===== src/common/coherence_pkg.sv =====
package coherence_pkg;

  // Requests a CPU places on the bus
  typedef enum logic [1:0] {
    NONE,
    GETS,
    GETM,
    PUTM
  } bus_tx_t;

  // Message kinds carried by the crossbar
  typedef enum logic [1:0] {
    DATA,
    NODATA,
    NODATAE,
    EXCLUSIVE
  } mmsg_t;

  // Directory state per line
  // ID, SD and EORMD wait for a write-back from the old owner
  typedef enum logic [2:0] {
    MI,
    MS,
    MEORM,
    MID,
    MSD,
    MEORMD
  } mem_state_t;

endpackage


===== src/common/system_pkg.sv =====
package system_pkg;

  // Processors sharing the memory
  localparam int NUM_CPUS = 4;

  // Line address width, gives 2**XLEN lines
  localparam int XLEN = 3;

  // Bits per cache line
  localparam int CACHELINE_SIZE = 32;

  // Width of a CPU index on the bus and in the crossbar
  localparam int CPU_ID_W = 2;

endpackage


===== src/memory/coherence_memory.sv =====
`timescale 1ns/100ps

module coherence_memory (
  input  logic                                    clk,
  input  logic                                    rst,
  input  logic                                    bus_valid,
  input  coherence_pkg::bus_tx_t                  bus_tx,
  input  logic [system_pkg::XLEN-1:0]             bus_addr,
  input  logic [system_pkg::CPU_ID_W-1:0]         bus_source,
  input  logic                                    wb_valid [system_pkg::NUM_CPUS],
  input  logic [system_pkg::XLEN-1:0]             wb_addr [system_pkg::NUM_CPUS],
  input  logic [system_pkg::CACHELINE_SIZE-1:0]   wb_data [system_pkg::NUM_CPUS],
  input  coherence_pkg::mmsg_t                    wb_mmsg [system_pkg::NUM_CPUS],
  output logic                                    arbiter_busy,
  output logic                                    mem_valid,
  output logic [system_pkg::CPU_ID_W-1:0]         mem_dest,
  output logic [system_pkg::XLEN-1:0]             mem_addr,
  output logic [system_pkg::CACHELINE_SIZE-1:0]   mem_data,
  output coherence_pkg::mmsg_t                    mem_mmsg
);
  import system_pkg::*;
  import coherence_pkg::*;

  logic [CACHELINE_SIZE-1:0] lines [2**XLEN];
  mem_state_t state [2**XLEN];
  mem_state_t next_state [2**XLEN];

  logic busy_reg;
  logic busy_next;

  logic  reply_valid;
  mmsg_t reply_mmsg;

  // Directory transitions, bus requests first, write-backs otherwise
  always_comb begin
    next_state = state;
    busy_next = busy_reg;
    if (bus_valid) begin
      unique case (state[bus_addr])
        MI: begin
          unique case (bus_tx)
            GETS, GETM: next_state[bus_addr] = MEORM;
            PUTM: begin
              next_state[bus_addr] = MID;
              busy_next = 1'b1;
            end
            default: ;
          endcase
        end
        MS: begin
          unique case (bus_tx)
            GETS: next_state[bus_addr] = MS;
            GETM: next_state[bus_addr] = MEORM;
            PUTM: begin
              next_state[bus_addr] = MSD;
              busy_next = 1'b1;
            end
            default: ;
          endcase
        end
        MEORM: begin
          // Owner must hand the line back before anyone else proceeds
          unique case (bus_tx)
            GETS: begin
              next_state[bus_addr] = MSD;
              busy_next = 1'b1;
            end
            GETM: next_state[bus_addr] = MEORM;
            PUTM: begin
              next_state[bus_addr] = MEORMD;
              busy_next = 1'b1;
            end
            default: ;
          endcase
        end
        // Transient lines ignore the bus
        default: ;
      endcase
    end else begin
      for (int i = 0; i < NUM_CPUS; i++) begin
        if (wb_valid[i]) begin
          unique case (state[wb_addr[i]])
            MID: begin
              next_state[wb_addr[i]] = MI;
              busy_next = 1'b0;
            end
            MSD: begin
              next_state[wb_addr[i]] = MS;
              busy_next = 1'b0;
            end
            MEORMD: begin
              next_state[wb_addr[i]] = (wb_mmsg[i] == NODATA) ? MEORM : MI;
              busy_next = 1'b0;
            end
            default: ;
          endcase
        end
      end
    end
  end

  // Memory answers only from I and S
  always_comb begin
    reply_valid = 1'b0;
    reply_mmsg = DATA;
    if (bus_valid) begin
      if (state[bus_addr] == MI && bus_tx == GETS) begin
        reply_valid = 1'b1;
        reply_mmsg = EXCLUSIVE;
      end else if (state[bus_addr] inside {MI, MS} && bus_tx inside {GETS, GETM}) begin
        reply_valid = 1'b1;
        reply_mmsg = DATA;
      end
    end
  end

  assign arbiter_busy = busy_reg | busy_next;

  always_ff @(posedge clk) begin
    if (rst) begin
      for (int i = 0; i < 2**XLEN; i++) begin
        state[i] <= MI;
      end
      busy_reg <= 1'b0;
      mem_valid <= 1'b0;
    end else begin
      state <= next_state;
      busy_reg <= busy_next;
      mem_valid <= reply_valid;
    end
  end

  // Each line starts out holding its own index
  always_ff @(posedge clk) begin
    if (rst) begin
      for (int i = 0; i < 2**XLEN; i++) begin
        lines[i] <= CACHELINE_SIZE'(i);
      end
    end else if (!bus_valid) begin
      for (int i = 0; i < NUM_CPUS; i++) begin
        if (wb_valid[i] && wb_mmsg[i] == DATA &&
            state[wb_addr[i]] inside {MID, MSD, MEORMD}) begin
          lines[wb_addr[i]] <= wb_data[i];
        end
      end
    end
  end

  always_ff @(posedge clk) begin
    mem_dest <= bus_source;
    mem_addr <= bus_addr;
    mem_data <= lines[bus_addr];
    mem_mmsg <= reply_mmsg;
  end

endmodule


===== src/verilog/bus_arbiter.sv =====
`timescale 1ns/100ps

module bus_arbiter (
  input  logic                            clk,
  input  logic                            rst,
  input  logic                            req_valid [system_pkg::NUM_CPUS],
  input  coherence_pkg::bus_tx_t          req_tx [system_pkg::NUM_CPUS],
  input  logic [system_pkg::XLEN-1:0]     req_addr [system_pkg::NUM_CPUS],
  input  logic                            arbiter_busy,
  input  logic                            wb_pending,
  output logic                            grant [system_pkg::NUM_CPUS],
  output logic                            bus_valid,
  output coherence_pkg::bus_tx_t          bus_tx,
  output logic [system_pkg::XLEN-1:0]     bus_addr,
  output logic [system_pkg::CPU_ID_W-1:0] bus_source
);
  import system_pkg::*;
  import coherence_pkg::*;

  logic [CPU_ID_W-1:0] last_grant;
  logic [CPU_ID_W-1:0] cand;
  logic [CPU_ID_W-1:0] pick;
  logic                pick_valid;
  logic                issue;

  // Walk from the CPU after the last grant and keep the first held request
  always_comb begin
    cand = last_grant;
    pick = last_grant;
    pick_valid = 1'b0;
    for (int i = 1; i <= NUM_CPUS; i++) begin
      cand = last_grant + CPU_ID_W'(i);
      if (!pick_valid && req_valid[cand]) begin
        pick = cand;
        pick_valid = 1'b1;
      end
    end
  end

  // Hold everything while memory waits or a write-back is in flight
  assign issue = pick_valid && !arbiter_busy && !wb_pending;

  always_ff @(posedge clk) begin
    if (rst) begin
      last_grant <= CPU_ID_W'(NUM_CPUS - 1);
      bus_valid <= 1'b0;
      for (int i = 0; i < NUM_CPUS; i++) begin
        grant[i] <= 1'b0;
      end
    end else begin
      bus_valid <= issue;
      for (int i = 0; i < NUM_CPUS; i++) begin
        grant[i] <= issue && (pick == CPU_ID_W'(i));
      end
      if (issue) begin
        last_grant <= pick;
      end
    end
  end

  always_ff @(posedge clk) begin
    bus_tx <= req_tx[pick];
    bus_addr <= req_addr[pick];
    bus_source <= pick;
  end

endmodule


===== src/verilog/coherence_top.sv =====
`timescale 1ns/100ps

module coherence_top (
  input  logic                                  clk,
  input  logic                                  rst,
  input  logic                                  req_valid [system_pkg::NUM_CPUS],
  input  coherence_pkg::bus_tx_t                req_tx [system_pkg::NUM_CPUS],
  input  logic [system_pkg::XLEN-1:0]           req_addr [system_pkg::NUM_CPUS],
  input  logic                                  in_valid [system_pkg::NUM_CPUS],
  input  logic [system_pkg::CPU_ID_W-1:0]       in_dest [system_pkg::NUM_CPUS],
  input  logic                                  in_memory_flag [system_pkg::NUM_CPUS],
  input  logic [system_pkg::XLEN-1:0]           in_addr [system_pkg::NUM_CPUS],
  input  logic [system_pkg::CACHELINE_SIZE-1:0] in_data [system_pkg::NUM_CPUS],
  input  coherence_pkg::mmsg_t                  in_mmsg [system_pkg::NUM_CPUS],
  output logic                                  grant [system_pkg::NUM_CPUS],
  output logic                                  out_valid [system_pkg::NUM_CPUS],
  output logic [system_pkg::XLEN-1:0]           out_addr [system_pkg::NUM_CPUS],
  output logic [system_pkg::CACHELINE_SIZE-1:0] out_data [system_pkg::NUM_CPUS],
  output coherence_pkg::mmsg_t                  out_mmsg [system_pkg::NUM_CPUS]
);
  import system_pkg::*;
  import coherence_pkg::*;

  // Arbiter to memory
  logic                bus_valid;
  bus_tx_t             bus_tx;
  logic [XLEN-1:0]     bus_addr;
  logic [CPU_ID_W-1:0] bus_source;
  logic                arbiter_busy;
  logic                wb_pending;

  // Memory replies into the crossbar
  logic                      mem_valid;
  logic [CPU_ID_W-1:0]       mem_dest;
  logic [XLEN-1:0]           mem_addr;
  logic [CACHELINE_SIZE-1:0] mem_data;
  mmsg_t                     mem_mmsg;

  // Write-backs from the crossbar into memory
  logic                      wb_valid [NUM_CPUS];
  logic [XLEN-1:0]           wb_addr [NUM_CPUS];
  logic [CACHELINE_SIZE-1:0] wb_data [NUM_CPUS];
  mmsg_t                     wb_mmsg [NUM_CPUS];

  bus_arbiter i_bus_arbiter (.*);

  response_xbar i_response_xbar (.*);

  coherence_memory i_coherence_memory (.*);

endmodule


===== src/verilog/response_xbar.sv =====
`timescale 1ns/100ps

module response_xbar (
  input  logic                                  clk,
  input  logic                                  rst,
  input  logic                                  in_valid [system_pkg::NUM_CPUS],
  input  logic [system_pkg::CPU_ID_W-1:0]       in_dest [system_pkg::NUM_CPUS],
  input  logic                                  in_memory_flag [system_pkg::NUM_CPUS],
  input  logic [system_pkg::XLEN-1:0]           in_addr [system_pkg::NUM_CPUS],
  input  logic [system_pkg::CACHELINE_SIZE-1:0] in_data [system_pkg::NUM_CPUS],
  input  coherence_pkg::mmsg_t                  in_mmsg [system_pkg::NUM_CPUS],
  input  logic                                  mem_valid,
  input  logic [system_pkg::CPU_ID_W-1:0]       mem_dest,
  input  logic [system_pkg::XLEN-1:0]           mem_addr,
  input  logic [system_pkg::CACHELINE_SIZE-1:0] mem_data,
  input  coherence_pkg::mmsg_t                  mem_mmsg,
  output logic                                  out_valid [system_pkg::NUM_CPUS],
  output logic [system_pkg::XLEN-1:0]           out_addr [system_pkg::NUM_CPUS],
  output logic [system_pkg::CACHELINE_SIZE-1:0] out_data [system_pkg::NUM_CPUS],
  output coherence_pkg::mmsg_t                  out_mmsg [system_pkg::NUM_CPUS],
  output logic                                  wb_valid [system_pkg::NUM_CPUS],
  output logic [system_pkg::XLEN-1:0]           wb_addr [system_pkg::NUM_CPUS],
  output logic [system_pkg::CACHELINE_SIZE-1:0] wb_data [system_pkg::NUM_CPUS],
  output coherence_pkg::mmsg_t                  wb_mmsg [system_pkg::NUM_CPUS],
  output logic                                  wb_pending
);
  import system_pkg::*;
  import coherence_pkg::*;

  logic                      route_valid [NUM_CPUS];
  logic [XLEN-1:0]           route_addr [NUM_CPUS];
  logic [CACHELINE_SIZE-1:0] route_data [NUM_CPUS];
  mmsg_t                     route_mmsg [NUM_CPUS];

  // Only one source targets a CPU per cycle, so a plain mux is enough
  always_comb begin
    for (int j = 0; j < NUM_CPUS; j++) begin
      route_valid[j] = 1'b0;
      route_addr[j] = mem_addr;
      route_data[j] = mem_data;
      route_mmsg[j] = mem_mmsg;
      if (mem_valid && mem_dest == CPU_ID_W'(j)) begin
        route_valid[j] = 1'b1;
      end else begin
        for (int i = 0; i < NUM_CPUS; i++) begin
          if (in_valid[i] && !in_memory_flag[i] && in_dest[i] == CPU_ID_W'(j)) begin
            route_valid[j] = 1'b1;
            route_addr[j] = in_addr[i];
            route_data[j] = in_data[i];
            route_mmsg[j] = in_mmsg[i];
          end
        end
      end
    end
  end

  // Warns the arbiter one cycle ahead of the write-back reaching memory
  always_comb begin
    wb_pending = 1'b0;
    for (int i = 0; i < NUM_CPUS; i++) begin
      wb_pending |= in_valid[i] & in_memory_flag[i];
    end
  end

  always_ff @(posedge clk) begin
    if (rst) begin
      for (int i = 0; i < NUM_CPUS; i++) begin
        out_valid[i] <= 1'b0;
        wb_valid[i] <= 1'b0;
      end
    end else begin
      for (int i = 0; i < NUM_CPUS; i++) begin
        out_valid[i] <= route_valid[i];
        wb_valid[i] <= in_valid[i] & in_memory_flag[i];
      end
    end
  end

  always_ff @(posedge clk) begin
    for (int i = 0; i < NUM_CPUS; i++) begin
      out_addr[i] <= route_addr[i];
      out_data[i] <= route_data[i];
      out_mmsg[i] <= route_mmsg[i];
      wb_addr[i] <= in_addr[i];
      wb_data[i] <= in_data[i];
      wb_mmsg[i] <= in_mmsg[i];
    end
  end

endmodule

===== config.mk =====
export PLATFORM = sky130hd
export DESIGN_NAME = coherence_top
export DESIGN_NICKNAME = d
export VERILOG_FILES = /design/src/common/coherence_pkg.sv /design/src/common/system_pkg.sv /design/src/memory/coherence_memory.sv /design/src/verilog/bus_arbiter.sv /design/src/verilog/coherence_top.sv /design/src/verilog/response_xbar.sv
export SDC_FILE = /design/constraint.sdc
export NUM_CORES = 2
export LEC_CHECK = 0
export BUFFER_PORTS_ARGS = -buffer_cell sky130_fd_sc_hd__buf_2
export CAP_MARGIN = 20
export CORE_ASPECT_RATIO = 1.1
export CORE_UTILIZATION = 30
export CTS_CLUSTER_DIAMETER = 50
export DETAILED_ROUTE_END_ITERATION = 10
export PLACE_DENSITY = 0.53
export SETUP_SLACK_MARGIN = 0.2
export SYNTH_ARGS = -nofsm -noshare
export SYNTH_HDL_FRONTEND = slang
export SYNTH_SLANG_ARGS = --single-unit
export TNS_END_PERCENT = 100

===== constraint.sdc =====
create_clock -name clk -period 8.05 [get_ports clk]
set_input_delay 0.4025 -clock clk [delete_from_list [all_inputs] [get_ports clk]]
set_output_delay 0.4025 -clock clk [all_outputs]
set_load 0.03 [all_outputs]

; Yosys cells after proc, flatten, opt, wreduce, memory -nomap -nowiden
; Memories as Yosys holds them, arrays and structs flattened. A register that Yosys moved wholly into a read port is not among the register bits.
; Cells that the tools add are included.
; Widths: inputs -> output; s select.
[op_classes]
addsub = 3
n_lt_le_gt_ge = 15
eq_ne = 43
n_mux = 200
n_bitwise = 54
reduce_logical = 87
[op_table]
columns = operator, n
row1 = $mux 32, 24
row2 = $pmux 24 s3, 7
row3 = $mux 24, 8
row4 = $reduce_or 32->1, 4
row5 = $mux 3, 41
row6 = $and 16x16->16, 7
row7 = $not 16->16, 7
row8 = $and 24x24->24, 4
row9 = $bwmux 24, 4
row10 = $not 24->24, 4
row11 = $mux 1, 67
row12 = $mux 2, 31
row13 = $or 8x8->8, 7
row14 = $logic_and 1x1->1, 48
row15 = $pmux 24 s2, 1
row16 = $bmux 3 s3, 5
row17 = $demux 3 s3, 5
row18 = $or 16x16->16, 2
row19 = $eq 2x2->1 const B, 14
row20 = $eq 3x3->1 const B, 8
row21 = $eq 2x1->1 const B, 11
row22 = $ge 4x4->1 const B, 5
row23 = $logic_not 2->1, 10
row24 = $lt 4x1->1 const B, 5
row25 = other kinds (27), 73
[totals]
reg_bits = 351
ramBits = 256
input_bits = 190
out_inout_bits = 156
memories = 1
[memory_table]
columns = name, depth, word_bits, read_ports, rd_ports_with_merged_regs, wr, line
row1 = i_coherence_memory.lines, 8, 32, 1, 1, 8, coherence_memory.sv:24  ; logic [CACHELINE_SIZE-1:0] lines [2**XLEN];

; Logic depth before layout (Yosys ltp)
[logic_depth]
word_depth = 22
depth_mapped = 14

; Cells and area by module
; Synthesis repeated with hierarchy kept, for this count alone.
[unflattened]
hier_cells = 3992
area_unflattened_um2 = 35784.3
[modules_own_cells]
columns = mod, n_inst, cells_each, area_each_um2, seq_area_each_um2
row1 = coherence_memory, 1, 2440, 21947.3, 8968.6
row2 = response_xbar, 1, 1463, 13027.5, 6085.8
row3 = bus_arbiter, 1, 89, 809.5, 280.3

; Worst setup path after synthesis
; No wires, ideal clock.
[synth_timing]
kind = reg-to-reg
startpoint = register i_response_xbar.wb_addr[2] in the netlist's numbering
endpoint = memory i_coherence_memory.lines[0][0], enable pin
setup_time_ns = 0.394
arrival_time_ns = 3.347
required_time_ns = 7.656
setup_slack_ns = 4.308
stages_incl_launch_ff = 11
path_cell_list = dfxtp_1 > mux2_2 > a221o_1 > a2111oi_2 > o21bai_1 > clkbuf_2 > and3_1 > buf_2 > buf_1 > nor3_1 > nand3_1
[synth_rtl]
columns = item, line
row1 = from (decl), response_xbar.sv:22  ; output logic [system_pkg::XLEN-1:0] wb_addr [system_pkg::NUM_CPUS],
row2 = "from (signal, indexed assignment)", response_xbar.sv:84  ; wb_addr[i] <= in_addr[i];
row3 = to (decl), coherence_memory.sv:24

==> implementation parameters <==
Parameter                              Value

Critical path
  Worst path arrival time    5.67 ns
  Kind of start point of the critical path    flop
  Origin of the critical flop-to-flop path    i_response_xbar.wb_addr[1]
  Peak fanout along the critical path    37
  Kind of capture point of the worst setup path    flop
  Category of the critical setup timing path    reg -> reg
  Data required time at the worst endpoint    8.46 ns
  CP Launch Point    i_response_xbar.wb_addr[1]

Pwr
  Leakage power total    16.2 nW
  Power dissipated by switching net loads    3.76 mW
  Largest vdd supply drop    0.205 mV
  Power density relative to cell area    245 nW/um^2
  Cell Int Power    6.69 mW
  Power share of the combinational group    25.7%
  Proportion of power drawn by the clock network    33.3%
  Switching Fraction    36.0%
  Sequential share of power    41.0%

Detailed routing
  Via density per instance    6.11
  Via count of the routed design    36.2k
  Routed length per placed instance    28.6 microns
  Detail Route Antenna Nets    0
  Total Routed Length    170 mm
  Violation count after the first detailed-route iteration    4945
  Remaining DRCs    0
  Length of the first detailed-routing pass in iterations    9

Clocking
  TritonCTS Sinks    638
  Max Root-Sink Buffers    3
  CTS tree    built
  Clk slew on worst S/H paths    0.06 ns
  Worst-skew pair later-pin latency    0.66 ns
  Clock root cell    sky130_fd_sc_hd__clkbuf_16
  H-Tree Level Count    3
  Setup fix buffers added after clock tree synthesis    0
  Number of buffers inserted during clock tree synthesis    74

Hold path
  Hold Path Origin    in_valid[1]
  Worst Hold Class    in -> reg

Timing
  Share of the clock period used by the worst path after layout    65.4%
  Clock skew    0.0248 ns
  Slew Limit Headroom    16.9%
  Period minus WS final    5.27 ns
  Setup TNS    0 ns
  Unrepaired setup endpoints after global routing    false
  Hold Vio Cnt, Final    0
  Highest achievable clock rate    190 MHz
  Worst Setup Slack, final    2.78 ns
  Actual transition at the worst max-transition pin    1.24 ns
  Final-report setup violation count    0
  Number of pins exceeding their max-slew limit in the final report    0
  Worst hold slack across all endpoints    0.0549 ns

Synthesis
  EDFF count, synth    256
  Synth Net Count    4337
  Mean post-synth cell area    8.69 sq um
  Warning count from the yosys run    0
  Synthesized netlist cell count    4144
  Post-Syn Area    36000 sq um
  Share of synthesized registers carrying an async set or reset    0%
  Number of different library cells in the post-synthesis netlist    90
  Cell taking the most area after synthesis    sky130_fd_sc_hd__edfxtp_1
  Most area-consuming cells after synthesis    sky130_fd_sc_hd__edfxtp_1, sky130_fd_sc_hd__dfxtp_1, sky130_fd_sc_hd__nand2_1, sky130_fd_sc_hd__o21ai_0, sky130_fd_sc_hd__mux2i_1
  Flip-flop and latch count after synthesis    638
  Proportion of netlist area held by the largest area contributor    21.3%
  Dominant synthesized flop cell    sky130_fd_sc_hd__dfxtp_1
  Fraction of the yosys area taken by sequential cells    42.6%

Finish
  Post-layout utilization of the core    36.0%
  Register containing the most flip-flops in the final layout    i_coherence_memory.lines
  Area growth from synthesis to final layout    18.5%
  Multi-input gate area in the final layout    18800 sq um
  Fillers    11.9k
  Final nets    4515
  Max reg flops    256
  Footprint of the flip-flops and latches    15300 sq um
  Fraction of layout cells with a size suffix above 1    15.9%
  Largest registers ranked by flip-flop count    i_coherence_memory.lines x256, i_response_xbar.out_data x128, i_response_xbar.wb_data x128

Floorplan
  Die Span X    332 microns
  Die span in y    365 microns
  Standard-cell row count    132
  Io pins    346
  Die footprint    121000 sq um
  Starting Density    30.4%
  Area of the core region    118000 sq um

GRT
  Initial antenna violation count    14
  Largest net degree at the start of global routing    76
  First-pass GRT wire length    244 mm
  Via count of the first global-routing pass    34.4k
  Total congestion overflow    0
  Global-route usage over all layers    27.0%

Status
  Status    complete, no violations

Place
  Worst slack after detailed placement    2.77 ns
  HPWL reported at the end of detailed placement    110 mm
  Port Buf Inserts    345
  Routability-driven placement congestion ratio    0.995

Run
  Number of violations of the max-capacitance limit    0
-- placed cells by master, fill, tap and decap left out, types with 29 or more instances in the layout --
cell type	n
sky130_fd_sc_hd__a211oi_1	134
sky130_fd_sc_hd__nand4_1	29
sky130_fd_sc_hd__o21ai_0	376
sky130_fd_sc_hd__dfxtp_1	382
sky130_fd_sc_hd__dlygate4sd3_1	148
sky130_fd_sc_hd__a221o_1	154
sky130_fd_sc_hd__buf_4	90
sky130_fd_sc_hd__a211o_1	94
sky130_fd_sc_hd__nor2_1	368
sky130_fd_sc_hd__nand2_1	551
sky130_fd_sc_hd__clkbuf_16	78
sky130_fd_sc_hd__a221oi_1	76
sky130_fd_sc_hd__o21ai_1	49
sky130_fd_sc_hd__buf_2	345
sky130_fd_sc_hd__edfxtp_1	256
sky130_fd_sc_hd__a22oi_1	205
sky130_fd_sc_hd__mux2i_1	165
sky130_fd_sc_hd__a21oi_1	216
sky130_fd_sc_hd__inv_1	29
sky130_fd_sc_hd__nand3_1	144
-- worst paths after layout --
kind | slack, ns | cells past startpoint | end
max reg2reg | 2.78 | 10 | i_coherence_memory.lines[6][9]
min reg2reg | 0.33 | 0 | i_coherence_memory.mem_dest[1]
min | 0.05 | 3 | i_response_xbar.wb_valid[1]
max | 2.78 | 10 | i_coherence_memory.lines[6][9]
-- worst max-delay path, stage by stage (launching register included) --
cell	delay, ns
sky130_fd_sc_hd__dfxtp_1	0.62
sky130_fd_sc_hd__mux4_2	0.57
sky130_fd_sc_hd__mux2i_1	0.32
sky130_fd_sc_hd__inv_1	0.14
sky130_fd_sc_hd__o21bai_2	0.72
sky130_fd_sc_hd__buf_4	0.51
sky130_fd_sc_hd__and3_2	1.05
sky130_fd_sc_hd__nor4b_4	0.25
sky130_fd_sc_hd__buf_8	0.24
sky130_fd_sc_hd__buf_4	0.24
sky130_fd_sc_hd__a221o_1	0.31
-- cells by family (layout without fill, tap and decap cells) --
family	Yosys count	count (layout)	share of synthesized area [%]
AOI/OAI and AO/OA	1454	1454	28.1
and+or+nand+nor	1318	1318	16.3
DFF	638	638	42.6
buffers and inverters	522	757	6.08
muxes	205	205	6.72
xor gates and xnor gates	4	4	0.0973
adders and majority gates	3	3	0.104
other	0	7	0
-- cell type report --
class	count	area share, %
Inverter	32	0.281
Timing Repair Buffer	592	9.52
Clock inverter	38	0.912
Antenna cell	7	0.0411
Tap cell	1541	4.52
Sequential cell	638	35.9
Clock buffer	95	4.84
Multi-Input combinational cell	2984	44.0
-- per-stage QoR --
stage / total power [mW] / cells / cell area, sq um
after floorplan: 5.85 / 4144 / 36000
after global placement: 6.89 / 5629 / 38500
after detailed placement: 6.87 / 5636 / 38700
after CTS: 10.4 / 5917 / 42600
after global routing: 10.8 / 5922 / 42700
final: 10.4 / 5927 / 42700
-- timing repair --
| item | CTS | global route |
|---|---|---|
| hold buffers | 148 | 0 |
| hold endpoints to repair | 148 | 0 |
| gates resized for setup | 0 | 0 |
-- layer usage --
metal / GRT usage (%) / vias to the layer above / wire, microns
li1: - / 15800 / -
met1: 34.2 / 17400 / 66900
met2: 42.7 / 2417 / 75800
met3: 6.12 / 508 / 17500
met4: 14.5 / 16 / 9100
met5: 0 / - / 107
-- Yosys cell counts, types with 17 or more instances --
cell type / n
sky130_fd_sc_hd__nor3_1: 24
sky130_fd_sc_hd__nand3_1: 150
sky130_fd_sc_hd__clkbuf_1: 302
sky130_fd_sc_hd__inv_1: 29
sky130_fd_sc_hd__a221o_1: 154
sky130_fd_sc_hd__nand2_1: 554
sky130_fd_sc_hd__a211oi_1: 134
sky130_fd_sc_hd__mux2i_1: 165
sky130_fd_sc_hd__a221oi_1: 76
sky130_fd_sc_hd__and3_1: 35
sky130_fd_sc_hd__clkbuf_2: 19
sky130_fd_sc_hd__nand2b_1: 22
sky130_fd_sc_hd__a211o_1: 94
sky130_fd_sc_hd__nand4_1: 29
sky130_fd_sc_hd__buf_2: 110
sky130_fd_sc_hd__buf_1: 47
sky130_fd_sc_hd__nor3b_1: 17
sky130_fd_sc_hd__dfxtp_1: 382
sky130_fd_sc_hd__nor2_1: 379
sky130_fd_sc_hd__mux4_2: 28
sky130_fd_sc_hd__a22o_1: 17
sky130_fd_sc_hd__o21ai_0: 376
sky130_fd_sc_hd__and2_1: 28
sky130_fd_sc_hd__a22oi_1: 205
sky130_fd_sc_hd__o21ai_1: 49
sky130_fd_sc_hd__a21oi_1: 216
sky130_fd_sc_hd__edfxtp_1: 256
-- power groups by stage --
stage | Sequential [mW] | Clock (mW) | Combinational, mW
final | 4.28 | 3.48 | 2.69
after global routing | 4.32 | 3.63 | 2.86
after CTS | 4.26 | 3.51 | 2.64
after detailed placement | 4.31 | 0 | 2.56
after global placement | 4.32 | 0 | 2.57
after floorplan | 4.48 | 0 | 1.36
No activity file was read; power rests on OpenSTA's default activity.
